**src/cache_geom_pkg.sv**
```systemverilog
`default_nettype none

package cache_geom_pkg;

    localparam int WORD_W      = 32;
    localparam int N_WAYS      = 2;
    localparam int N_SETS      = 64;
    localparam int BLOCK_WORDS = 2;
    localparam int SET_BITS    = $clog2(N_SETS);       // 6
    localparam int BLOCK_BITS  = $clog2(BLOCK_WORDS);  // 1
    localparam int TAG_BITS    = WORD_W - SET_BITS - BLOCK_BITS - 2;  // 23

    typedef logic [WORD_W-1:0]   word_t;
    typedef logic [3:0]          byte_en_t;
    typedef logic [SET_BITS-1:0] set_idx_t;
    typedef logic                way_t;

    localparam word_t NONCACHE_START = 32'h8000_0000;  // uncached I/O space from here up

    typedef struct packed {
        logic [TAG_BITS-1:0]   tag;
        set_idx_t              idx;
        logic [BLOCK_BITS-1:0] blk;
        logic [1:0]            byte_off;
    } decoded_addr_t;

    typedef struct packed {
        logic                         valid;
        logic                         dirty;
        logic [TAG_BITS-1:0]          tag;
        word_t [BLOCK_WORDS-1:0]      data;
    } cache_frame_t;

    // one sram row holds every way of a set
    typedef struct packed {
        cache_frame_t [N_WAYS-1:0] frames;
    } cache_set_t;

    // byte enable to bit lanes, odd patterns act as a full word
    function automatic word_t lane_mask(input byte_en_t be);
        case (be)
            4'b0001: lane_mask = 32'h0000_00ff;
            4'b0010: lane_mask = 32'h0000_ff00;
            4'b0100: lane_mask = 32'h00ff_0000;
            4'b1000: lane_mask = 32'hff00_0000;
            4'b0011: lane_mask = 32'h0000_ffff;
            4'b1100: lane_mask = 32'hffff_0000;
            default: lane_mask = 32'hffff_ffff;
        endcase
    endfunction

endpackage

`default_nettype wire

```
**src/cache_ctrl_pkg.sv**
```systemverilog
`default_nettype none

package cache_ctrl_pkg;

    typedef enum logic [2:0] {
        IDLE,        // hits and pass-through served here
        FETCH,
        WRITEBACK,
        FLUSH_SCAN,  // next set, or done
        FLUSH_WAY,
        FLUSH_WB
    } ctrl_state_e;

    typedef enum logic [2:0] {
        REQ_NONE,
        REQ_HIT_READ,
        REQ_HIT_WRITE,
        REQ_PASS,
        REQ_MISS_CLEAN,
        REQ_MISS_DIRTY
    } req_kind_e;

endpackage

`default_nettype wire

```
**src/cache_lookup.sv**
```systemverilog
`timescale 1ns/1ps
`default_nettype none

module cache_lookup
    import cache_geom_pkg::*, cache_ctrl_pkg::*;
(
    input  logic                CLK,
    input  logic                nRST,
    input  word_t               addr,
    input  logic                ren,
    input  logic                wen,
    input  logic                flushing,
    input  cache_set_t          rrow,
    input  logic                touch,
    output req_kind_e           kind,
    output way_t                hit_way,
    output way_t                victim_way,
    output logic [TAG_BITS-1:0] victim_tag,
    output word_t               hit_word
);

    decoded_addr_t     da;
    logic [N_WAYS-1:0] way_match;
    logic [N_SETS-1:0] last_used;  // most recently used way, per set
    cache_frame_t      victim;

    assign da = decoded_addr_t'(addr);

    always_comb begin
        for (int w = 0; w < N_WAYS; w++) begin
            way_match[w] = rrow.frames[w].valid && (rrow.frames[w].tag == da.tag);
        end
    end

    assign hit_way    = way_match[1];  // two ways only, so way 1 matching or not
    assign victim_way = ~last_used[da.idx];
    assign victim     = rrow.frames[victim_way];
    assign victim_tag = victim.tag;
    assign hit_word   = rrow.frames[hit_way].data[da.blk];

    always_comb begin
        if (flushing || !(ren || wen)) begin
            kind = REQ_NONE;
        end else if (addr >= NONCACHE_START) begin
            kind = REQ_PASS;
        end else if (|way_match) begin
            kind = wen ? REQ_HIT_WRITE : REQ_HIT_READ;
        end else if (victim.valid && victim.dirty) begin
            kind = REQ_MISS_DIRTY;
        end else begin
            kind = REQ_MISS_CLEAN;
        end
    end

    // replacement bits follow the hit way at each completed hit
    always_ff @(posedge CLK, negedge nRST) begin
        if (!nRST) begin
            last_used <= '0;
        end else if (touch) begin
            last_used[da.idx] <= hit_way;
        end
    end

    // a tag lives in at most one way of its set, fetch never duplicates it
    a_single_hit: assert property (
        @(posedge CLK) disable iff (!nRST)
        !(way_match[0] && way_match[1])
    );

endmodule

`default_nettype wire

```
**config.mk**
```make
export PLATFORM = sky130hd
export DESIGN_NAME = cache_lookup
export DESIGN_NICKNAME = d
export VERILOG_FILES = /design/src/cache_geom_pkg.sv /design/src/cache_ctrl_pkg.sv /design/src/cache_lookup.sv
export SDC_FILE = /design/constraint.sdc
export NUM_CORES = 1
export LEC_CHECK = 0
export BUFFER_PORTS_ARGS = -buffer_cell sky130_fd_sc_hd__buf_2
export CAP_MARGIN = 20
export CORE_AREA = 2 2 107 109
export CTS_CLUSTER_SIZE = 24
export DETAILED_ROUTE_END_ITERATION = 6
export DIE_AREA = 0 0 109 111
export GPL_ROUTABILITY_DRIVEN = 0
export PLACE_DENSITY = 0.82
export SLEW_MARGIN = 20
export SYNTH_ARGS = -nofsm -noshare
export SYNTH_HDL_FRONTEND = slang
export SYNTH_SLANG_ARGS = --single-unit
```
**constraint.sdc**
```tcl
create_clock -name CLK -period 5.17 [get_ports CLK]
set_input_delay 0.7755 -clock CLK [delete_from_list [all_inputs] [get_ports CLK]]
set_output_delay 0.7755 -clock CLK [all_outputs]
set_load 0.005 [all_outputs]
```
==> results of run 1 <==
-- cells by family after synthesis --
| kind of cell | after synthesis | share of synthesized area, % |
|---|---|---|
| XOR/XNOR | 46 | 8.21 |
| buffers and inverters | 46 | 4.18 |
| multiplexers | 77 | 28.2 |
| flip-flops | 64 | 32.7 |
| AND/OR/NAND/NOR | 61 | 7.27 |
| AO/OA/AOI/OAI | 147 | 19.4 |
-- layout make-up --
class,instances,area share (%)
multi-input cells,331,46.8
flip-flops and latches,64,24.2
clock buffers,14,4.44
clock inverters,2,0.151
inverters,3,0.170
well taps,143,2.70
repair buffers,278,21.2
diodes,7,0.265
-- cells in the final DEF (no fill, tap or decap), drive strengths merged, types with 2 or more instances in the layout --
cell type / n
mux4: 44
o21ai: 67
nand3b: 3
mux2i: 9
nand4: 8
diode: 7
buf: 278
nor2b: 4
clkbuf: 14
nor2: 6
xnor2: 12
inv: 3
or3b: 2
xor2: 34
nor4: 13
dfrtp: 64
and3b: 3
nand3: 7
mux2: 24
clkinv: 2
nand2: 7
o31ai: 66
nor3: 4
a211oi: 2
a31oi: 2
-- worst max path at each step --
stage                               end  slack (ns)  cells past startpoint
after floorplan                 kind[0]        1.44                      7
after global placement    victim_tag[7]        0.86                      8
after detailed placement  victim_tag[3]        0.81                      8
after CTS                 victim_tag[3]        0.79                      8
after global routing      victim_tag[7]        0.64                      8
final                     victim_tag[3]        0.77                      8
-- through the flow --
step	hold WS [ns]	utilization (%)	cell area (sq um)	setup slack, ns	std cells
after floorplan	0.470	-	4900	1.44	441
after global placement	0.485	56.8	6290	0.863	819
after detailed placement	0.499	56.8	6290	0.811	819
after CTS	0.508	59.6	6600	0.793	835
after global routing	0.531	59.7	6610	0.645	841
final	0.509	59.7	6620	0.766	842
-- critical path, cell delays in order --
cell,delay [ns]
buf_2,0.46
mux4_2,0.56
nor2b_1,0.15
a2111o_1,0.41
a211oi_4,0.30
buf_4,0.38
mux2_2,0.42
buf_2,0.14
-- power by group through the flow --
stage | clock network [W] | logic [W] | registers, W
floorplan | 0 | 0.000150 | 0.000510
global placement | 0 | 0.000315 | 0.000510
detailed placement | 0 | 0.000325 | 0.000510
CTS | 0.000597 | 0.000327 | 0.000502
global route | 0.000624 | 0.000352 | 0.000501
finish | 0.000595 | 0.000331 | 0.000502
-- metal layers --
| layer | part of all wire, % | up-vias |
|---|---|---|
| met4 | 3.6 | 4 |
| met3 | 11 | 52 |
| met2 | 48 | 344 |
| li1 | - | 2255 |
| met5 | 0.14 | - |
| met1 | 38 | 2502 |
==> impl_results.md, run 1 <==
* Clock Power Share at a little over two fifths
* Part of the cycle the worst path needs at ~85%
* Die Y at 111 um
* Vias per Instance at 6.12
* Synthesized Nets at about 660
* Fraction of registers with async set/reset at 100%
* Reg with most FFs: last_used
* Startpoint types: input pin
* CTS tree: done
* Leading area contributor after synthesis: dfrtp_1
* CP max FO at 24
* Share of the synthesized area in the top cell type at 32.7%
* Sw Share at 26.3%
* Multi-input gate area at slightly above 0.003 sq mm
* Clk buf depth at 2
* Area delta synth->final at 34.9%
* Share of layout cells above drive strength 1 at between 50% and 60%
* Worst Path Arrival at about 3.6 ns
* Primary FF master, synth: dfrtp_1
* Post-DP HPWL at around 16000 um
* Post-CTS Setup Bufs at 0
* GR Util met1 at 40.5%
* Clk_skew at 0 ns
* FMAX at 0.227 GHz
* I/O Buffers at 273
* Cell count after synthesis at between 400 and 500
* P per Cell Area at 216 mW/mm^2
* Hold Crit Class: flop to flop
* Die Area at 0.0121 sq mm
* Psw at around 0.00038 W
* Initial DRT Pass Iterations at 5
* CP required at 4.39 ns
* DRC at 0
* Clk_lat worst skew at 0.33 ns
* Hold Path Depth at 2
* RR Startpoint: last_used[41]
* RSZ-0062 raised after global routing: no
* FF+latch area at 0.00160 sq mm
* Vias at ~5200
* Met2 Usage GRT at 49.9%
* Sequential-to-total area share from yosys stat at 32.7%
* Clock slew at reported path FFs at about 0.050 ns
* Layer with the highest usage: met2
* Tmin final at 4.40 ns
* Count leader, synth: o21ai_0
* Syn Std Cell Area at just under 0.005 sq mm
* Met3 Use GR at just under 9%
* Global-route wire length before repair at 28400 um
* Internal power at between 0.001 and 0.0015 W
* Worst Setup SP: addr[3]
* Leak pwr at around 3.1 nW
* Starting Density at 44.3%
* Largest register FFs at 64
* R2R Path End: last_used[41]
* Grt total ovfl at 0
* Nets at around 900
* DRC marker count from the first detailed-route iteration at 600
* Die X at ~110 um
* Max-slew violations at 0
* Gr usage total at 31.7%
* Initial antenna violation count at 9
* MaxCap Viol Count at 0
* EDFF count, synth at 0
* Yosys reg bits at between 60 and 70
* Largest net degree at the start of global routing at 76
* CP endpoint kind: output pin
* Avg Inst Size Synth at between 10 and 15 sq um
* Top post-synthesis cells by area: dfrtp_1 33%, mux4_2 20%, o31ai_1 10%, o21ai_0 6.8%, xor2_1 6.1%
* VDD IR max at between 0.2 and 0.25 mV
* Top post-synthesis cells by count: 67 x o21ai_0, 66 x o31ai_1, 64 x dfrtp_1
* TNS Setup at 0 ns
* Comb pwr share at around 23%
* # IOs at between 200 and 300
* Max_slew headroom at about 44%
* R2R Setup Slk at 4.38 ns
* Hold path endpoint: last_used[1]
* Filler instances at 927
* Final Hold Fails at 0
* R2R depth at 2
* Min-Delay Startpoint: last_used[1]
* Post-synthesis cell type count at 42
* YS warnings at 0
* Routed WL at a little under 20000 um
* Clock buffer count from CTS at 9
* Sequential share of power at 35.1%
* Root buf cell: clkbuf_16
* Number of global-route vias before repair at 5029
* Top Registers: last_used (64)
* Result of the run: finished, final reports clean
* Final setup violation count at 0
* Post-cts resize count at 0
* Floorplan Core Area at ~0.011 sq mm
* Total power at 0.00143 W
* Worst slew pin tran at between 0.8 and 0.9 ns
* Routed Antenna Nets at 0
* Crit path kind: input pin to output pin
* Std cell rows at 39
* # hold bufs at CTS at 0
* WL per Instance at 23.3 um
* H-tree levels at 3
* Clk sink count at 64
Note: power is estimated with default switching activity, not from simulation.
==> inputs of run 2 (changes only) <==
--- a/config.mk
+++ b/config.mk
@@ -7,12 +7,14 @@
 export LEC_CHECK = 0
 export BUFFER_PORTS_ARGS = -buffer_cell sky130_fd_sc_hd__buf_2
 export CAP_MARGIN = 20
-export CORE_AREA = 2 2 107 109
+export CORE_ASPECT_RATIO = 1.4
+export CORE_MARGIN = 2
+export CORE_UTILIZATION = 41
 export CTS_CLUSTER_SIZE = 24
 export DETAILED_ROUTE_END_ITERATION = 6
-export DIE_AREA = 0 0 109 111
 export GPL_ROUTABILITY_DRIVEN = 0
-export PLACE_DENSITY = 0.82
+export HOLD_SLACK_MARGIN = 0.02
+export PLACE_DENSITY = 0.79
 export SLEW_MARGIN = 20
 export SYNTH_ARGS = -nofsm -noshare
 export SYNTH_HDL_FRONTEND = slang
==> constraint.sdc (replaced) <==
create_clock -name CLK -period 3.8 [get_ports CLK]
set_input_delay 0.57 -clock CLK [delete_from_list [all_inputs] [get_ports CLK]]
set_output_delay 0.57 -clock CLK [all_outputs]
set_load 0.005 [all_outputs]
==> run 2 against run 1 <==
Design area is 1.6% higher; hold slack worse by 0.20 ns; via count increased by 2.9%; sequential power increased by 36%; count of clock-buffer cells in the layout shrank 3; utilization shrank 2.6 points; flip-flop and latch count stayed put; non-clock buffer count is 5 higher.
==> impl_results.md, run 2 (synthesized netlist as in run 1, its figures left out) <==
* CP endpoint kind: output pin
* Global-route wire length before repair at 30000 um (+5.7%)
* Initial antenna violation count at 10 (+1)
* Comb pwr share at 21.8% (-1.4 points)
* Psw at 0.000528 W (+41%)
* VDD IR max at 0.476 mV (+110%)
* Commonest non-fill, non-tap cell in the layout: buf_2
* # hold bufs at CTS at 0 (unchanged)
* R2R Setup Slk at 3.01 ns (-1.37 ns)
* P per Cell Area at 314 mW/mm^2 (+46%)
* FMAX at roughly 0.27 GHz
* DRC marker count from the first detailed-route iteration at 514 (-14%)
* Clock slew at reported path FFs at 0.05 ns (about the same)
* Nets at 908 (+0.55%)
* Worst Setup SP: addr[3]
* MaxCap Viol Count at 0 (unchanged)
* Worst slew pin tran at 0.746 ns (-0.0930 ns)
* Sw Share at 25.0% (-1.3 points)
* Final Hold Fails at 0 (unchanged)
* Part of the cycle the worst path needs at a little over nine tenths
* Largest net degree at the start of global routing at 65 (-14%)
* Gr usage total at 31.6% (-0.041 points)
* Clk buf depth at 2 (unchanged)
* Routed Antenna Nets at 0 (unchanged)
* Std cell rows at 47 (+21%)
* Die Area at 0.0129 sq mm (+6.3%)
* Vias per Instance at 6.25 (+2.0%)
* Sequential share of power at 32.3% (-2.8 points)
* Area delta synth->final at 37.1%
* Clk_skew at 0 ns (unchanged)
* Die Y at 133 um (+20%)
* Max-slew violations at 0 (unchanged)
* Starting Density at 41.7% (-2.6 points)
* Clock Power Share at 45.9% (+4.2 points)
* Vias at 5304 (+2.9%)
* Clk_lat worst skew at 0.33 ns (about the same)
* Reg with most FFs: last_used
* Hold Crit Class: input pin to asynchronous set/reset pin
* TNS Setup at 0 ns (unchanged)
* Clk sink count at 64 (unchanged)
* Result of the run: finished, final reports clean
* H-tree levels at 3 (unchanged)
* Worst Path Arrival at 3.11 ns (-0.52 ns)
* R2R depth at 2 (unchanged)
* # IOs at 276 (unchanged)
* RSZ-0062 raised after global routing: no
* Largest register FFs at 64 (unchanged)
* Filler instances at 996 (+7.4%)
* Startpoint types: input pin
* Floorplan Core Area at 0.0118 sq mm (+6.2%)
* Die X at 96.4 um (-12%)
* Post-route setup slack at 0.119 ns (-0.647 ns)
* Max_slew headroom at 50.3% (+6.2 points)
* RR Startpoint: last_used[49]
* Post-DP HPWL at 16000 um (+3.1%)
* Tmin final at ~3.7 ns
* DRC at 0 (unchanged)
* Commonest non-fill, non-tap cells in the layout: 272 x buf_2, 67 x o21ai_0, 66 x o31ai_1
* Leak pwr at 3.15 nW (+1.5%)
* Placed Area at 0.00635 sq mm (+0.87%)
* Critical Path Sink: kind[0]
* Share of layout cells above drive strength 1 at 52.8% (+0.34 points)
* Initial DRT Pass Iterations at 5 (unchanged)
* Hold WS at 0.307 ns (-0.202 ns)
* CP max FO at 14 (-42%)
* Number of global-route vias before repair at 5272 (+4.8%)
* Final Cell Area at 0.00672 sq mm (+1.6%)
* CP required at 3.23 ns (-1.16 ns)
* Final setup violation count at 0 (unchanged)
* Setup WS pre-CTS at 0.121 ns (-0.690 ns)
* Crit path kind: input pin to output pin
* Top Registers: last_used (64)
* R2R Path End: last_used[49]
* Clock buffer count from CTS at 9 (unchanged)
* Routed WL at 20300 um (+3.5%)
* I/O Buffers at 273 (unchanged)
* WL per Instance at 23.9 um (+2.7%)
* Root buf cell: clkbuf_16
* Internal power at 0.00158 W (+50%)
* Grt total ovfl at 0 (unchanged)
* CTS tree: done
## run 2: final cells by class
type	count	area [sq um]	share of cell area, %
well taps	147	184	2.74
inverters	3	11.3	0.168
clock inverters	5	103	1.53
diodes	5	12.5	0.186
multi-input cells	331	3100	46.1
flip-flops and latches	64	1600	23.8
repair buffers	283	1460	21.7
clock buffers	11	253	3.76
## run 2: timing repair
item	4_1_cts	5_1_grt
gates resized for setup	0	2
endpoints found under the setup margin	0	8
buffers inserted	0	0
## run 2: how the worst min path moves through the flow
stage                  start             to  slack (ns)  cells past startpoint
4_1_cts                 nRST  last_used[12]        0.32                      1
5_1_grt                 nRST  last_used[12]        0.36                      1
6_report                nRST  last_used[12]        0.31                      1
3_3_place_gp   last_used[45]  last_used[45]        0.48                      2
2_1_floorplan           nRST   last_used[0]        0.27                      0
3_5_place_dp   last_used[38]  last_used[38]        0.50                      2
## run 2: worst max-delay path, stage by stage
cell and delay [ns]:
buf_2 0.23, buf_12 0.20, mux4_2 0.50, a31oi_1 0.26, a31oi_1 0.19, a211oi_4 0.38, mux2_2 0.38, a211oi_1 0.24
buf_2 0.15
## run 2: per-stage QoR
stage	instances	power, W	util (%)
global placement	828	0.00113	54.0
detailed placement	828	0.00114	54.0
finish	849	0.00211	57.2
CTS	844	0.00211	57.0
floorplan	441	0.000898	-
global route	849	0.00218	57.2
## run 2: routing by layer
| layer | wire length, um | vias up | global-route usage (%) |
|---|---|---|---|
| met1 | 7250 | 2560 | 41.0 |
| met3 | 2420 | 77 | 9.22 |
| met4 | 952 | 10 | 12.8 |
| met5 | 69 | - | 0 |
| met2 | 9600 | 391 | 49.4 |
| li1 | - | 2266 | - |
## run 2: power groups by stage
stage	Combinational, W	Clock [W]	Sequential [W]
after floorplan	0.000204	0	0.000694
after global placement	0.000440	0	0.000694
after detailed placement	0.000451	0	0.000694
after CTS	0.000454	0.000970	0.000682
after global routing	0.000492	0.00100	0.000682
final	0.000460	0.000971	0.000682
