**config.mk**
```make
export PLATFORM = sky130hd
export DESIGN_NAME = cache_ctrl
export DESIGN_NICKNAME = d
export VERILOG_FILES = /design/src/cache_geom_pkg.sv /design/src/cache_ctrl_pkg.sv /design/src/cache_ctrl.sv
export SDC_FILE = /design/constraint.sdc
export NUM_CORES = 1
export LEC_CHECK = 0
export BUFFER_PORTS_ARGS = -buffer_cell sky130_fd_sc_hd__buf_2
export CORE_AREA = 4 4 316 318
export DETAILED_ROUTE_END_ITERATION = 10
export DIE_AREA = 0 0 320 322
export GPL_ROUTABILITY_DRIVEN = 0
export PLACE_DENSITY_LB_ADDON = 0.1
export SLEW_MARGIN = 10
export SYNTH_ARGS = -nofsm -noshare
export SYNTH_HDL_FRONTEND = slang
export SYNTH_SLANG_ARGS = --single-unit
```
**constraint.sdc**
```tcl
create_clock -name CLK -period 6.55 [get_ports CLK]
set_clock_uncertainty 0.15 [all_clocks]
set_input_delay 0.3275 -clock CLK [delete_from_list [all_inputs] [get_ports CLK]]
set_output_delay 0.3275 -clock CLK [all_outputs]
set_load 0.01 [all_outputs]
```
**src/cache_geom_pkg.sv**
```systemverilog
`default_nettype none

package cache_geom_pkg;

    localparam int WORD_W      = 32;
    localparam int N_WAYS      = 2;
    localparam int N_SETS      = 64;
    localparam int BLOCK_WORDS = 2;
    localparam int SET_BITS    = $clog2(N_SETS);       // 6
    localparam int BLOCK_BITS  = $clog2(BLOCK_WORDS);  // 1
    localparam int TAG_BITS    = WORD_W - SET_BITS - BLOCK_BITS - 2;  // 23

    typedef logic [WORD_W-1:0]   word_t;
    typedef logic [3:0]          byte_en_t;
    typedef logic [SET_BITS-1:0] set_idx_t;
    typedef logic                way_t;

    localparam word_t NONCACHE_START = 32'h8000_0000;  // uncached I/O space from here up

    typedef struct packed {
        logic [TAG_BITS-1:0]   tag;
        set_idx_t              idx;
        logic [BLOCK_BITS-1:0] blk;
        logic [1:0]            byte_off;
    } decoded_addr_t;

    typedef struct packed {
        logic                         valid;
        logic                         dirty;
        logic [TAG_BITS-1:0]          tag;
        word_t [BLOCK_WORDS-1:0]      data;
    } cache_frame_t;

    // one sram row holds every way of a set
    typedef struct packed {
        cache_frame_t [N_WAYS-1:0] frames;
    } cache_set_t;

    // byte enable to bit lanes, odd patterns act as a full word
    function automatic word_t lane_mask(input byte_en_t be);
        case (be)
            4'b0001: lane_mask = 32'h0000_00ff;
            4'b0010: lane_mask = 32'h0000_ff00;
            4'b0100: lane_mask = 32'h00ff_0000;
            4'b1000: lane_mask = 32'hff00_0000;
            4'b0011: lane_mask = 32'h0000_ffff;
            4'b1100: lane_mask = 32'hffff_0000;
            default: lane_mask = 32'hffff_ffff;
        endcase
    endfunction

endpackage

`default_nettype wire

```
**src/cache_ctrl_pkg.sv**
```systemverilog
`default_nettype none

package cache_ctrl_pkg;

    typedef enum logic [2:0] {
        IDLE,        // hits and pass-through served here
        FETCH,
        WRITEBACK,
        FLUSH_SCAN,  // next set, or done
        FLUSH_WAY,
        FLUSH_WB
    } ctrl_state_e;

    typedef enum logic [2:0] {
        REQ_NONE,
        REQ_HIT_READ,
        REQ_HIT_WRITE,
        REQ_PASS,
        REQ_MISS_CLEAN,
        REQ_MISS_DIRTY
    } req_kind_e;

endpackage

`default_nettype wire

```
**src/cache_ctrl.sv**
```systemverilog
`timescale 1ns/1ps
`default_nettype none

module cache_ctrl
    import cache_geom_pkg::*, cache_ctrl_pkg::*;
(
    input  logic                CLK,
    input  logic                nRST,
    input  logic                flush,
    input  req_kind_e           kind,
    input  way_t                hit_way,
    input  way_t                victim_way,
    input  logic [TAG_BITS-1:0] victim_tag,
    input  word_t               hit_word,
    input  cache_set_t          rrow,
    input  word_t               proc_addr,
    input  word_t               proc_wdata,
    input  logic                proc_ren,
    input  logic                proc_wen,
    input  byte_en_t            proc_byte_en,
    input  word_t               mem_rdata,
    input  logic                mem_busy,
    output word_t               proc_rdata,
    output logic                proc_busy,
    output logic                flush_done,
    output logic                flushing,
    output logic                touch,
    output logic                mem_ren,
    output logic                mem_wen,
    output word_t               mem_addr,
    output word_t               mem_wdata,
    output byte_en_t            mem_byte_en,
    output set_idx_t            sram_sel,
    output logic                sram_wen,
    output cache_set_t          sram_wrow,
    output cache_set_t          sram_wmask
);

    ctrl_state_e           state, next_state;
    logic [BLOCK_BITS:0]   word_cnt, next_word;  // msb set means block done
    logic [1:0]            way_cnt, next_way;    // msb set means set done
    logic [SET_BITS:0]     set_cnt, next_set;    // msb set means flush done
    word_t                 base_addr, next_base;
    decoded_addr_t         req;
    logic [BLOCK_BITS-1:0] word_idx;
    way_t                  fway;
    logic                  word_done;
    word_t                 blk_addr;

    assign req       = decoded_addr_t'(proc_addr);
    assign word_idx  = word_cnt[BLOCK_BITS-1:0];
    assign word_done = word_cnt[BLOCK_BITS];
    assign fway      = way_cnt[0];
    assign blk_addr  = {base_addr[WORD_W-1:BLOCK_BITS+2], word_idx, 2'b00};

    assign flushing = flush || (state inside {FLUSH_SCAN, FLUSH_WAY, FLUSH_WB});
    assign sram_sel = flushing ? set_cnt[SET_BITS-1:0] : req.idx;

    always_ff @(posedge CLK, negedge nRST) begin
        if (!nRST) begin
            state    <= IDLE;
            word_cnt <= '0;
            way_cnt  <= '0;
            set_cnt  <= '0;
        end else begin
            state    <= next_state;
            word_cnt <= next_word;
            way_cnt  <= next_way;
            set_cnt  <= next_set;
        end
    end

    always_ff @(posedge CLK) begin
        base_addr <= next_base;
    end

    always_comb begin
        next_state  = state;
        next_word   = word_cnt;
        next_way    = way_cnt;
        next_set    = set_cnt;
        next_base   = base_addr;
        proc_busy   = 1'b1;
        proc_rdata  = hit_word;
        touch       = 1'b0;
        flush_done  = 1'b0;
        mem_ren     = 1'b0;
        mem_wen     = 1'b0;
        mem_addr    = blk_addr;
        mem_wdata   = '0;
        mem_byte_en = '1;  // block transfers move whole words
        sram_wen    = 1'b0;
        sram_wrow   = '0;
        sram_wmask  = '1;

        case (state)
            IDLE: begin
                case (kind)
                    REQ_HIT_READ: begin
                        proc_busy = 1'b0;
                        touch     = 1'b1;
                    end
                    REQ_HIT_WRITE: begin
                        proc_busy = 1'b0;
                        touch     = 1'b1;
                        sram_wen  = 1'b1;
                        sram_wrow.frames[hit_way].data[req.blk]  = proc_wdata;
                        sram_wmask.frames[hit_way].data[req.blk] = ~lane_mask(proc_byte_en);
                        sram_wrow.frames[hit_way].dirty  = 1'b1;
                        sram_wmask.frames[hit_way].dirty = 1'b0;
                    end
                    REQ_PASS: begin
                        mem_ren     = proc_ren;
                        mem_wen     = proc_wen;
                        mem_addr    = proc_addr;
                        mem_byte_en = proc_byte_en;
                        mem_wdata   = proc_wdata & lane_mask(proc_byte_en);  // idle lanes zero
                        proc_busy   = mem_busy;
                        proc_rdata  = mem_rdata;
                    end
                    REQ_MISS_CLEAN: begin
                        next_base  = {req.tag, req.idx, {BLOCK_BITS{1'b0}}, 2'b00};
                        next_word  = '0;
                        next_state = FETCH;
                    end
                    REQ_MISS_DIRTY: begin
                        next_base  = {victim_tag, req.idx, {BLOCK_BITS{1'b0}}, 2'b00};
                        next_word  = '0;
                        next_state = WRITEBACK;
                    end
                    default: ;
                endcase
                if (flush) begin
                    next_state = FLUSH_SCAN;
                end
            end

            FETCH: begin
                if (word_done) begin
                    // install the tag; the request then hits in IDLE
                    sram_wen = 1'b1;
                    sram_wrow.frames[victim_way].valid  = 1'b1;
                    sram_wrow.frames[victim_way].tag    = req.tag;
                    sram_wmask.frames[victim_way].valid = 1'b0;
                    sram_wmask.frames[victim_way].dirty = 1'b0;
                    sram_wmask.frames[victim_way].tag   = '0;
                    next_word  = '0;
                    next_state = IDLE;
                end else begin
                    mem_ren = 1'b1;
                    if (!mem_busy) begin
                        sram_wen = 1'b1;
                        sram_wrow.frames[victim_way].data[word_idx]  = mem_rdata;
                        sram_wmask.frames[victim_way].data[word_idx] = '0;
                        next_word = word_cnt + 1'b1;
                    end
                end
            end

            WRITEBACK: begin
                if (word_done) begin
                    sram_wen = 1'b1;
                    sram_wmask.frames[victim_way].dirty = 1'b0;  // victim now clean
                    next_word  = '0;
                    next_base  = {req.tag, req.idx, {BLOCK_BITS{1'b0}}, 2'b00};
                    next_state = FETCH;
                end else begin
                    mem_wen   = 1'b1;
                    mem_wdata = rrow.frames[victim_way].data[word_idx];
                    if (!mem_busy) begin
                        next_word = word_cnt + 1'b1;
                    end
                end
            end

            FLUSH_SCAN: begin
                if (set_cnt[SET_BITS]) begin
                    flush_done = 1'b1;
                    next_set   = '0;
                    next_state = IDLE;
                end else begin
                    next_state = FLUSH_WAY;
                end
            end

            FLUSH_WAY: begin
                if (way_cnt[1]) begin
                    next_way   = '0;
                    next_set   = set_cnt + 1'b1;
                    next_state = FLUSH_SCAN;
                end else if (rrow.frames[fway].valid) begin
                    next_state = FLUSH_WB;
                end else begin
                    next_way = way_cnt + 1'b1;  // empty frame, skip
                end
            end

            FLUSH_WB: begin
                if (!rrow.frames[fway].dirty || word_done) begin
                    sram_wen = 1'b1;
                    sram_wmask.frames[fway] = '0;  // zero the whole frame
                    next_word  = '0;
                    next_way   = way_cnt + 1'b1;
                    next_state = FLUSH_WAY;
                end else begin
                    mem_wen   = 1'b1;
                    mem_addr  = {rrow.frames[fway].tag, set_cnt[SET_BITS-1:0], word_idx, 2'b00};
                    mem_wdata = rrow.frames[fway].data[word_idx];
                    if (!mem_busy) begin
                        next_word = word_cnt + 1'b1;
                    end
                end
            end

            default: next_state = IDLE;
        endcase
    end

    a_mem_one_dir: assert property (
        @(posedge CLK) disable iff (!nRST)
        !(mem_ren && mem_wen)
    );

endmodule

`default_nettype wire

```
==> flow_summary.yaml, run 1 <==
cells_and_area:
  finalNetCount: 2088
  design_area_um2: 12990
  mostFrequentLayoutCell: "buf_2"
  synthToLayoutAreaGrowth_pct: 53.26
  layout_common_cells: "buf_2 (811), nand2_1 (171), a22o_1 (130), o21ai_0 (86), nor2_1 (77)"
  drive_above_1_share_pct: 53.61
clock_tree:
  clk_pin_slew_ns: 0.07
  clk-insertion-delay-late_ns: 0.30
  clock-sinks: 43
  post_cts_buffers: 0
  clk_path_buf_depth: 2
  ctsResizeCount: 0
  cts_made_buffers: 5
  root_buffer: "clkbuf_16"
  holdBufCountCts: 1
  cts_tree: "yes"
  htreeDepth: 2
drt:
  firstDrtPassIters: 5
  wl_mm: 72.61
  wl_per_cell_um: 23.96
  drt_drc_violations_left: 0
  drtIter0Drc: 646
  drtAntennaViolNets: 0
  viasPerCell: 3.698
  vias: 11210
timing:
  finalSetupViolCount: 0
  timing_hold_violations_final: 0
  fin_setup_tns_ns: 0
  setup_slack_ns: 2.235
  slew_headroom_pct: 26.96
  hold-worst-slack_ns: 0.07396
  final_max_slew_viol_count: 0
  max_freq_ghz: 0.2318
  min_period_ns: 4.315
  post-route-period-util_pct: 65.88
  worst_slew_pin_slew_ns: 1.096
  rsz0062_at_grt: "no"
synthesis:
  postSynthCellCount: 1160
  ys_seq_area_share_pct: 14.41
  synth_edf_count: 29
  synth_seq_cells: 43
  ys_async_sr_fraction_pct: 32.56
  syn-cell-area_um2: 8474
  ys_warn_count: 0
  synthesis.nets: 1505
  ys.flop_type: "edfxtp_1"
  avgSynthCellArea_um2: 7.305
  synthDistinctLibCells: 58
power_and_ir_drop:
  p_switching_mw: 2.216
  p_int_mw: 1.717
  power.leakage_nw: 6.209
  seqPwrFrac_pct: 14.6
  clkPwrFrac_pct: 8.1
  ir_drop_v: 0.0001966
  cellPowerDensity_nw_per_um2: 302.8
  netSwitchingFraction_pct: 56.34
  power_frac_comb_pct: 77.3
run_status:
  status: "finished clean"
worst_setup_path:
  slowest_delay_ns: 0.98
  crit_start: "state[0]$_DFFE_PN0P_"
  cp.depth: 6
  cp-endpoint: "mem_wdata[24]"
  crit_path_end_kind: "output port"
  cp_num_buf_inv: 1
  reg2reg_from: "state[0]$_DFFE_PN0P_"
  path_delay_family: "simple AND/OR/NAND/NOR gates"
  critPathLaunchType: "register"
  path_max_fanout: 37
  rr_worst_depth: 6
  path_cells: "or3_1 -> or3_2 -> nor2_4 -> a22oi_1 -> o21ai_0 -> buf_2"
  crit_type: "reg -> out"
  slowest_stage: "or3_2"
  reg2reg_setup_slack_ns: 3.68
  timing.rr.end: "state[1]$_DFFE_PN0P_"
  cp.arrival_ns: 3.84
  worst-endpoint-required_ns: 6.07
die:
  start_util_pct: 8.776
  die-area_um2: 103000
  io_pins: 813
  die_w_um: 320
  fp.dieH_um: 322
  rows: 114
  core_region_area_um2: 96570
grt:
  grt_usage_pct: 13.13
  grt_pass1_vias: 11170
  grt_max_degree: 76
  overflow: 0
  grt_pass1_wl_mm: 96.67
  antenna_found_initial: 14
place:
  postPlaceCellArea_um2: 12780
  pre_cts_ws_ns: 2.431
  post-dp-hpwl_mm: 59.90
  port_buffers: 812
job:
  max-cap-violations: 0
hold_path:
  min_from: "proc_addr[7]"
  hold_path_class: "in -> reg"
==> power by group through the flow <==
stage,Combinational (mW),Sequential (mW),Clock [mW]
2_1_floorplan,2.36,0.427,0
3_3_place_gp,3.14,0.586,0
3_5_place_dp,3.12,0.582,0
4_1_cts,3.13,0.579,0.348
5_1_grt,3.32,0.595,0.350
6_report,3.04,0.574,0.320
==> cells by family after synthesis <==
group / synth area share [%]
multiplexers: 15.10
adder cells (fa/ha/maj): 0.1476
AO/OA/AOI/OAI: 29.44
XOR/XNOR: 0.6201
AND/OR/NAND/NOR: 20.91
flip-flops: 14.41
buffers and inverters: 19.37
==> sequential cells by signal (all words and copies together), names as in the netlist <==
name and cells:
state 3, way_cnt 2, base_addr 29, set_cnt 7, word_cnt 2
==> worst min path at each step <==
stage	to	cells past startpoint
after CTS	base_addr[7]$_DFFE_PP_	1
after global placement	set_cnt[0]$_DFFE_PN0P_	1
after floorplan	set_cnt[0]$_DFFE_PN0P_	0
after detailed placement	set_cnt[0]$_DFFE_PN0P_	1
after global routing	base_addr[5]$_DFFE_PP_	1
final	base_addr[7]$_DFFE_PP_	1
==> Yosys cell counts (29+ instances only) <==
library cell  instances  area [µm²]
nand2_1             171       641.9
buf_4               158        1186
a22o_1              130        1139
o21ai_0              87       435.4
nor2_1               81       304.0
mux2_2               63       709.4
mux2i_1              57       570.6
clkbuf_1             54       202.7
and2_1               51       319.1
a21oi_1              44       220.2
a22oi_1              39       292.8
buf_2                34       170.2
edfxtp_1             29       870.8
==> layout make-up <==
| type | count | area, µm² |
|---|---|---|
| diodes | 10 | 25.02 |
| multi-input cells | 851 | 5693 |
| clock buffers | 5 | 125.1 |
| fillers | 11290 | 83580 |
| clock inverters | 3 | 43.79 |
| inverters | 5 | 18.77 |
| flip-flops and latches | 43 | 1229 |
| well taps | 1276 | 1597 |
| repair buffers | 837 | 4257 |
==> through the flow <==
step	power, mW	util, %	instances
after floorplan	2.790	-	1160
after global placement	3.725	13.23	3011
after detailed placement	3.703	13.23	3011
after CTS	4.059	13.42	3020
after global routing	4.266	13.43	3022
final	3.933	13.45	3030
==> routing by layer <==
metal	up-vias	GRT usage [%]	wire, µm
met1	5440	15.21	28650
met2	511	24.60	37810
met3	33	3.167	5066
li1	5217	-	-
met4	4	2.349	1055
met5	-	0	27
Note: power is estimated with default switching activity, not from simulation.
==> run 2, diff against run 1 <==
--- a/config.mk
+++ b/config.mk
@@ -6,9 +6,9 @@
 export NUM_CORES = 1
 export LEC_CHECK = 0
 export BUFFER_PORTS_ARGS = -buffer_cell sky130_fd_sc_hd__buf_2
-export CORE_AREA = 4 4 316 318
+export CORE_AREA = 4 4 318 320
 export DETAILED_ROUTE_END_ITERATION = 10
-export DIE_AREA = 0 0 320 322
+export DIE_AREA = 0 0 322 324
 export GPL_ROUTABILITY_DRIVEN = 0
 export PLACE_DENSITY_LB_ADDON = 0.1
 export SLEW_MARGIN = 10
==> constraint.sdc (replaced) <==
create_clock -name CLK -period 4.25 [get_ports CLK]
set_clock_uncertainty 0.15 [all_clocks]
set_input_delay 0.2125 -clock CLK [delete_from_list [all_inputs] [get_ports CLK]]
set_output_delay 0.2125 -clock CLK [all_outputs]
set_load 0.01 [all_outputs]
==> run 2 against run 1 <==
Power up 54%. Count of clock-buffer cells in the layout rose by 1. Die area increased by 1.3%. First-iteration DRC count shrank 2.2%. Critical path depth up 1. Final area increased by 0.88%. Combinational power rose by 58%. Non-clock buffer count is 14 higher. Via count up 1.1%. Sequential share of layout area down 0.082 points. Final cell count grew 0.69%. Routed wire length down 0.80%. Largest power group unchanged.
==> flow_summary.yaml, run 2 (synthesized netlist as in run 1, its figures left out) <==
cells_and_area:
  largest_reg_flops: 29
  drive_above_1_share_pct: 53.64
  layout_common_cells: "buf_2 (811), nand2_1 (171), a22o_1 (130), o21ai_0 (86), nor2_1 (77)"
  post-route-util_pct: 13.35
  synthToLayoutAreaGrowth_pct: 54.60
  top_register: "base_addr"
  finalNetCount: 2102
  top_regs: "base_addr (29), set_cnt (7), state (3)"
  mostFrequentLayoutCell: "buf_2"
  nFillCells: 11530
grt:
  grt_usage_pct: 12.74
  top_usage_layer: "met2"
  grt_max_degree: 66
  grt_pass1_vias: 11120
  overflow: 0
  grt_pass1_wl_mm: 93.86
  met1_usage_pct: 14.60
  grtUsageMet2_pct: 24.05
  antenna_found_initial: 12
  grt_use_met3_pct: 2.577
hold_path:
  hold_depth: 2
  hold_path_class: "in -> reg"
  min_from: "victim_tag[1]"
  min_to: "base_addr[10]$_DFFE_PP_"
drt:
  wl_per_cell_um: 23.61
  drtIter0Drc: 632
  firstDrtPassIters: 5
  vias: 11330
  drtAntennaViolNets: 0
  drt_drc_violations_left: 0
  viasPerCell: 3.715
  wl_mm: 72.02
worst_setup_path:
  rr_worst_depth: 7
  slowest_stage: "or3_1"
  reg2reg_setup_slack_ns: 1.65
  cp.arrival_ns: 3.20
  critPathLaunchType: "register"
  slowest_delay_ns: 0.61
  reg2reg_from: "state[0]$_DFFE_PN0P_"
  cp_num_buf_inv: 2
  timing.rr.end: "base_addr[13]$_DFFE_PP_"
  crit_type: "reg -> out"
  path_delay_family: "simple AND/OR/NAND/NOR gates"
  path_max_fanout: 35
  crit_path_end_kind: "output port"
  path_cells: "or3_1 -> or3_2 -> buf_4 -> nor2_4 -> a22oi_1 -> o21ai_0 -> buf_2"
  worst-endpoint-required_ns: 3.89
place:
  pre_cts_ws_ns: 0.9080
  port_buffers: 812
  post-dp-hpwl_mm: 59.38
clock_tree:
  clk_path_buf_depth: 2
  root_buffer: "clkbuf_16"
  clk-insertion-delay-late_ns: 0.31
  post_cts_buffers: 0
  clk_pin_slew_ns: 0.08
  htreeDepth: 2
  cts_tree: "yes"
  clock-sinks: 43
  cts_made_buffers: 5
timing:
  fin_setup_tns_ns: 0
  slew_headroom_pct: 24.58
  max_freq_ghz: 0.2804
  setup_slack_ns: 0.6837
  rsz0062_at_grt: "no"
  timing_hold_violations_final: 0
  post-route-period-util_pct: 83.91
  min_period_ns: 3.566
  worst_slew_pin_slew_ns: 1.124
  finalSetupViolCount: 0
  final_max_slew_viol_count: 0
die:
  die-area_um2: 104300
  die_w_um: 322
  fp.dieH_um: 324
  start_util_pct: 8.636
  rows: 115
  io_pins: 813
  core_region_area_um2: 98130
power_and_ir_drop:
  total_power_mw: 6.051
  cellPowerDensity_nw_per_um2: 461.8
  ir_drop_v: 0.0002818
  power.leakage_nw: 6.267
run_status:
  status: "finished clean"
job:
  max-cap-violations: 0
==> run 2: report_power, final <==
part,switching [mW],internal [mW]
Combinational,2.99,1.80
Sequential,0.227,0.607
Clock,0.205,0.219
Total,3.42,2.63
==> run 2: worst max-delay path by stage <==
stage,depth (start not counted),endpoint,from
floorplan,5,base_addr[10]$_DFFE_PP_,state[0]$_DFFE_PN0P_
global placement,7,mem_wdata[23],state[1]$_DFFE_PN0P_
detailed placement,7,mem_wdata[22],state[1]$_DFFE_PN0P_
CTS,7,mem_wdata[22],state[1]$_DFFE_PN0P_
global route,7,mem_wdata[22],state[1]$_DFFE_PN0P_
finish,7,mem_wdata[22],state[1]$_DFFE_PN0P_
==> run 2: final cells by class <==
cell class | count | area [µm²] | area share [%]
multi-input combinational | 851 | 5699 | 43.50
timing repair buffer | 851 | 4389 | 33.50
tap | 1287 | 1610 | 12.29
sequential | 43 | 1229 | 9.378
clock buffer | 6 | 128.9 | 0.9837
inverter | 5 | 18.77 | 0.1433
antenna | 6 | 15.01 | 0.1146
clock inverter | 2 | 11.26 | 0.08595
==> run 2: repair_timing <==
item	in CTS	in global routing
gates resized for setup	0	0
hold endpoints to repair	20	0
hold buffers	7	0
==> run 2: routing by layer <==
layer	part of all wire [%]	vias to the layer above	wire length (µm)
met1	39	5476	27880
met3	6.7	64	4854
li1	-	5234	-
met5	0.046	-	33
met2	52	555	37600
met4	2.3	4	1654
==> run 2: stage by stage <==
step / std cells / hold WS, ns / area (µm²)
2_1_floorplan: 1160 / -0.2331 / 8474
3_3_place_gp: 3029 / 0.01956 / 12860
3_5_place_dp: 3030 / 0.01922 / 12880
4_1_cts: 3045 / 0.02934 / 13090
5_1_grt: 3045 / 0.03764 / 13090
6_report: 3051 / 0.05598 / 13100
==> run 2: worst register-to-register path: stages (launching register included) <==
cell and delay [ns]:
dfrtp_1 0.35, buf_4 0.27, inv_1 0.22, nand2_1 0.26
nor3_2 0.08, buf_4 0.20, nor3_2 0.19, buf_4 0.45
==> run 3, diff against run 2 <==
--- a/config.mk
+++ b/config.mk
@@ -6,9 +6,9 @@
 export NUM_CORES = 1
 export LEC_CHECK = 0
 export BUFFER_PORTS_ARGS = -buffer_cell sky130_fd_sc_hd__buf_2
-export CORE_AREA = 4 4 318 320
+export CORE_AREA = 4 4 317 319
 export DETAILED_ROUTE_END_ITERATION = 10
-export DIE_AREA = 0 0 322 324
+export DIE_AREA = 0 0 321 323
 export GPL_ROUTABILITY_DRIVEN = 0
 export PLACE_DENSITY_LB_ADDON = 0.1
 export SLEW_MARGIN = 10
==> constraint.sdc (replaced) <==
create_clock -name CLK -period 3.2 [get_ports CLK]
set_clock_uncertainty 0.15 [all_clocks]
set_input_delay 0.16 -clock CLK [delete_from_list [all_inputs] [get_ports CLK]]
set_output_delay 0.16 -clock CLK [all_outputs]
set_load 0.01 [all_outputs]
==> run 3 against run 2 <==
Worst setup slack worse by 0.59 ns. Via count up 0.11%. Final cell count up 1.1%. Final area up 3.3%. Count of clock-buffer cells in the layout down 1. Register-to-register slack worse by 0.91 ns. Sequential cell count unchanged. Sequential share of layout area down 0.30 points. Die area down 0.62%. Sequential power up 11%. Global-route usage about the same. Critical endpoint is now mem_wdata[30]. Highest routed layer unchanged.
==> flow_summary.yaml, run 3 (synthesized netlist as in run 1, its figures left out) <==
clock_tree:
  clk_path_buf_depth: 2
  clk-insertion-delay-late_ns: 0.31
  post_cts_buffers: 0
  htreeDepth: 2
  cts_tree: "yes"
  root_buffer: "clkbuf_16"
  clk_pin_slew_ns: 0.08
  cts_made_buffers: 5
  clock-sinks: 43
drt:
  drt_drc_violations_left: 0
  viasPerCell: 3.679
  vias: 11350
  drtIter0Drc: 777
  drtAntennaViolNets: 0
  wl_mm: 71.15
  wl_per_cell_um: 23.07
  firstDrtPassIters: 5
worst_setup_path:
  worst-endpoint-required_ns: 2.89
  path_delay_family: "simple AND/OR/NAND/NOR gates"
  rr_worst_depth: 6
  crit_path_end_kind: "output port"
  crit_type: "reg -> out"
  slowest_delay_ns: 0.60
  path_cells: "or3_1 -> or3_2 -> nor2_4 -> a22oi_1 -> o21ai_0 -> buf_2"
  cp_num_buf_inv: 1
  critPathLaunchType: "register"
  reg2reg_setup_slack_ns: 0.74
  timing.rr.end: "base_addr[15]$_DFFE_PP_"
  reg2reg_from: "state[0]$_DFFE_PN0P_"
  path_max_fanout: 8
  cp.arrival_ns: 2.79
  slowest_stage: "or3_2"
grt:
  antenna_found_initial: 21
  grt_pass1_vias: 11180
  grt_pass1_wl_mm: 93.83
  grt_max_degree: 92
  overflow: 0
  grt_usage_pct: 12.75
die:
  die-area_um2: 103700
  die_w_um: 321
  start_util_pct: 8.661
  rows: 115
  fp.dieH_um: 323
  io_pins: 813
  core_region_area_um2: 97840
cells_and_area:
  finalNetCount: 2132
  seqCellArea_um2: 1229
  synthToLayoutAreaGrowth_pct: 59.74
  stdcell_count: 3084
  drive_above_1_share_pct: 53.19
  multiInputGateArea_um2: 5698
  nFillCells: 11410
  top_regs: "base_addr (29), set_cnt (7), state (3)"
  layout_common_cells: "buf_2 (810), nand2_1 (171), a22o_1 (130), o21ai_0 (86), nor2_1 (76)"
  post-route-util_pct: 13.84
  design_area_um2: 13540
  top_register: "base_addr"
  largest_reg_flops: 29
  mostFrequentLayoutCell: "buf_2"
timing:
  min_period_ns: 3.105
  post-route-period-util_pct: 97.02
  rsz0062_at_grt: "no"
  fin_setup_tns_ns: 0
  max_freq_ghz: 0.3221
  hold-worst-slack_ns: 0.03207
  worst_slew_pin_slew_ns: 1.155
  slew_headroom_pct: 22.48
  setup_slack_ns: 0.09533
  finalSetupViolCount: 0
  final_max_slew_viol_count: 0
  timing_hold_violations_final: 0
hold_path:
  min_to: "base_addr[26]$_DFFE_PP_"
  hold_depth: 2
  min_from: "victim_tag[17]"
  hold_path_class: "in -> reg"
run_status:
  status: "finished clean"
place:
  post-dp-hpwl_mm: 58.36
  pre_cts_ws_ns: 0.4119
  postPlaceCellArea_um2: 13070
  dp_cells: 3038
  port_buffers: 812
power_and_ir_drop:
  cellPowerDensity_nw_per_um2: 601.7
  p_int_mw: 3.609
  total_power_mw: 8.145
  p_switching_mw: 4.536
  seqPwrFrac_pct: 11.4
  clkPwrFrac_pct: 7.1
  ir_drop_v: 0.0003821
  power_frac_comb_pct: 81.5
  power.leakage_nw: 6.434
  netSwitchingFraction_pct: 55.69
job:
  max-cap-violations: 0
-- run 3: cell count changes in the layout (fill, tap and decap cells not counted), sizes merged --
| cell | before | now |
|---|---|---|
| clkinvlp | 0 | 2 |
| clkinv | 1 | 0 |
| clkbuf | 6 | 5 |
| buf | 844 | 852 |
| diode | 6 | 9 |
| dlygate4sd3 | 7 | 29 |
-- run 3: worst max-delay path by stage --
| stage | to | cells past startpoint | start | slack (ns) |
|---|---|---|---|---|
| 6_report | mem_wdata[30] | 6 | state[1]$_DFFE_PN0P_ | 0.1 |
| 2_1_floorplan | sram_wmask[87] | 5 | victim_way | 0.24 |
| 3_3_place_gp | mem_wdata[30] | 6 | state[1]$_DFFE_PN0P_ | 0.42 |
| 4_1_cts | mem_wdata[30] | 6 | state[1]$_DFFE_PN0P_ | 0.05 |
| 3_5_place_dp | mem_wdata[30] | 6 | state[1]$_DFFE_PN0P_ | 0.41 |
| 5_1_grt | mem_wdata[30] | 6 | state[1]$_DFFE_PN0P_ | 0.008 |
-- run 3: cell type report --
class                      count  share of cell area (%)
inverter                       5                  0.1386
clock buffer                   5                  0.9243
sequential                    43                   9.077
clock inverter                 3                  0.1756
antenna                        9                  0.1664
timing repair buffer         881                   35.53
multi-input combinational    851                   42.09
tap                         1287                   11.90
-- run 3: repair_timing --
item / 4_1_cts / 5_1_grt
hold buffers: 29 / 0
hold endpoints to repair: 42 / 0
resized for setup: 0 / 1
setup endpoints to repair: 0 / 1
-- run 3: metal layers --
| layer | track usage [%] | vias to the layer above | part of all wire [%] |
|---|---|---|---|
| met1 | 15.19 | 5445 | 40 |
| met5 | 0 | - | 0.080 |
| met4 | 2.808 | 8 | 1.8 |
| met3 | 2.909 | 46 | 7.4 |
| met2 | 23.31 | 551 | 51 |
| li1 | - | 5296 | - |
-- run 3: power by group through the flow --
stage / Clock, mW / Combinational [mW] / Sequential, mW
floorplan: 0 / 4.84 / 0.869
global placement: 0 / 6.79 / 0.950
detailed placement: 0 / 6.74 / 0.939
CTS: 0.625 / 6.80 / 0.935
global route: 0.645 / 7.27 / 0.952
finish: 0.576 / 6.64 / 0.929
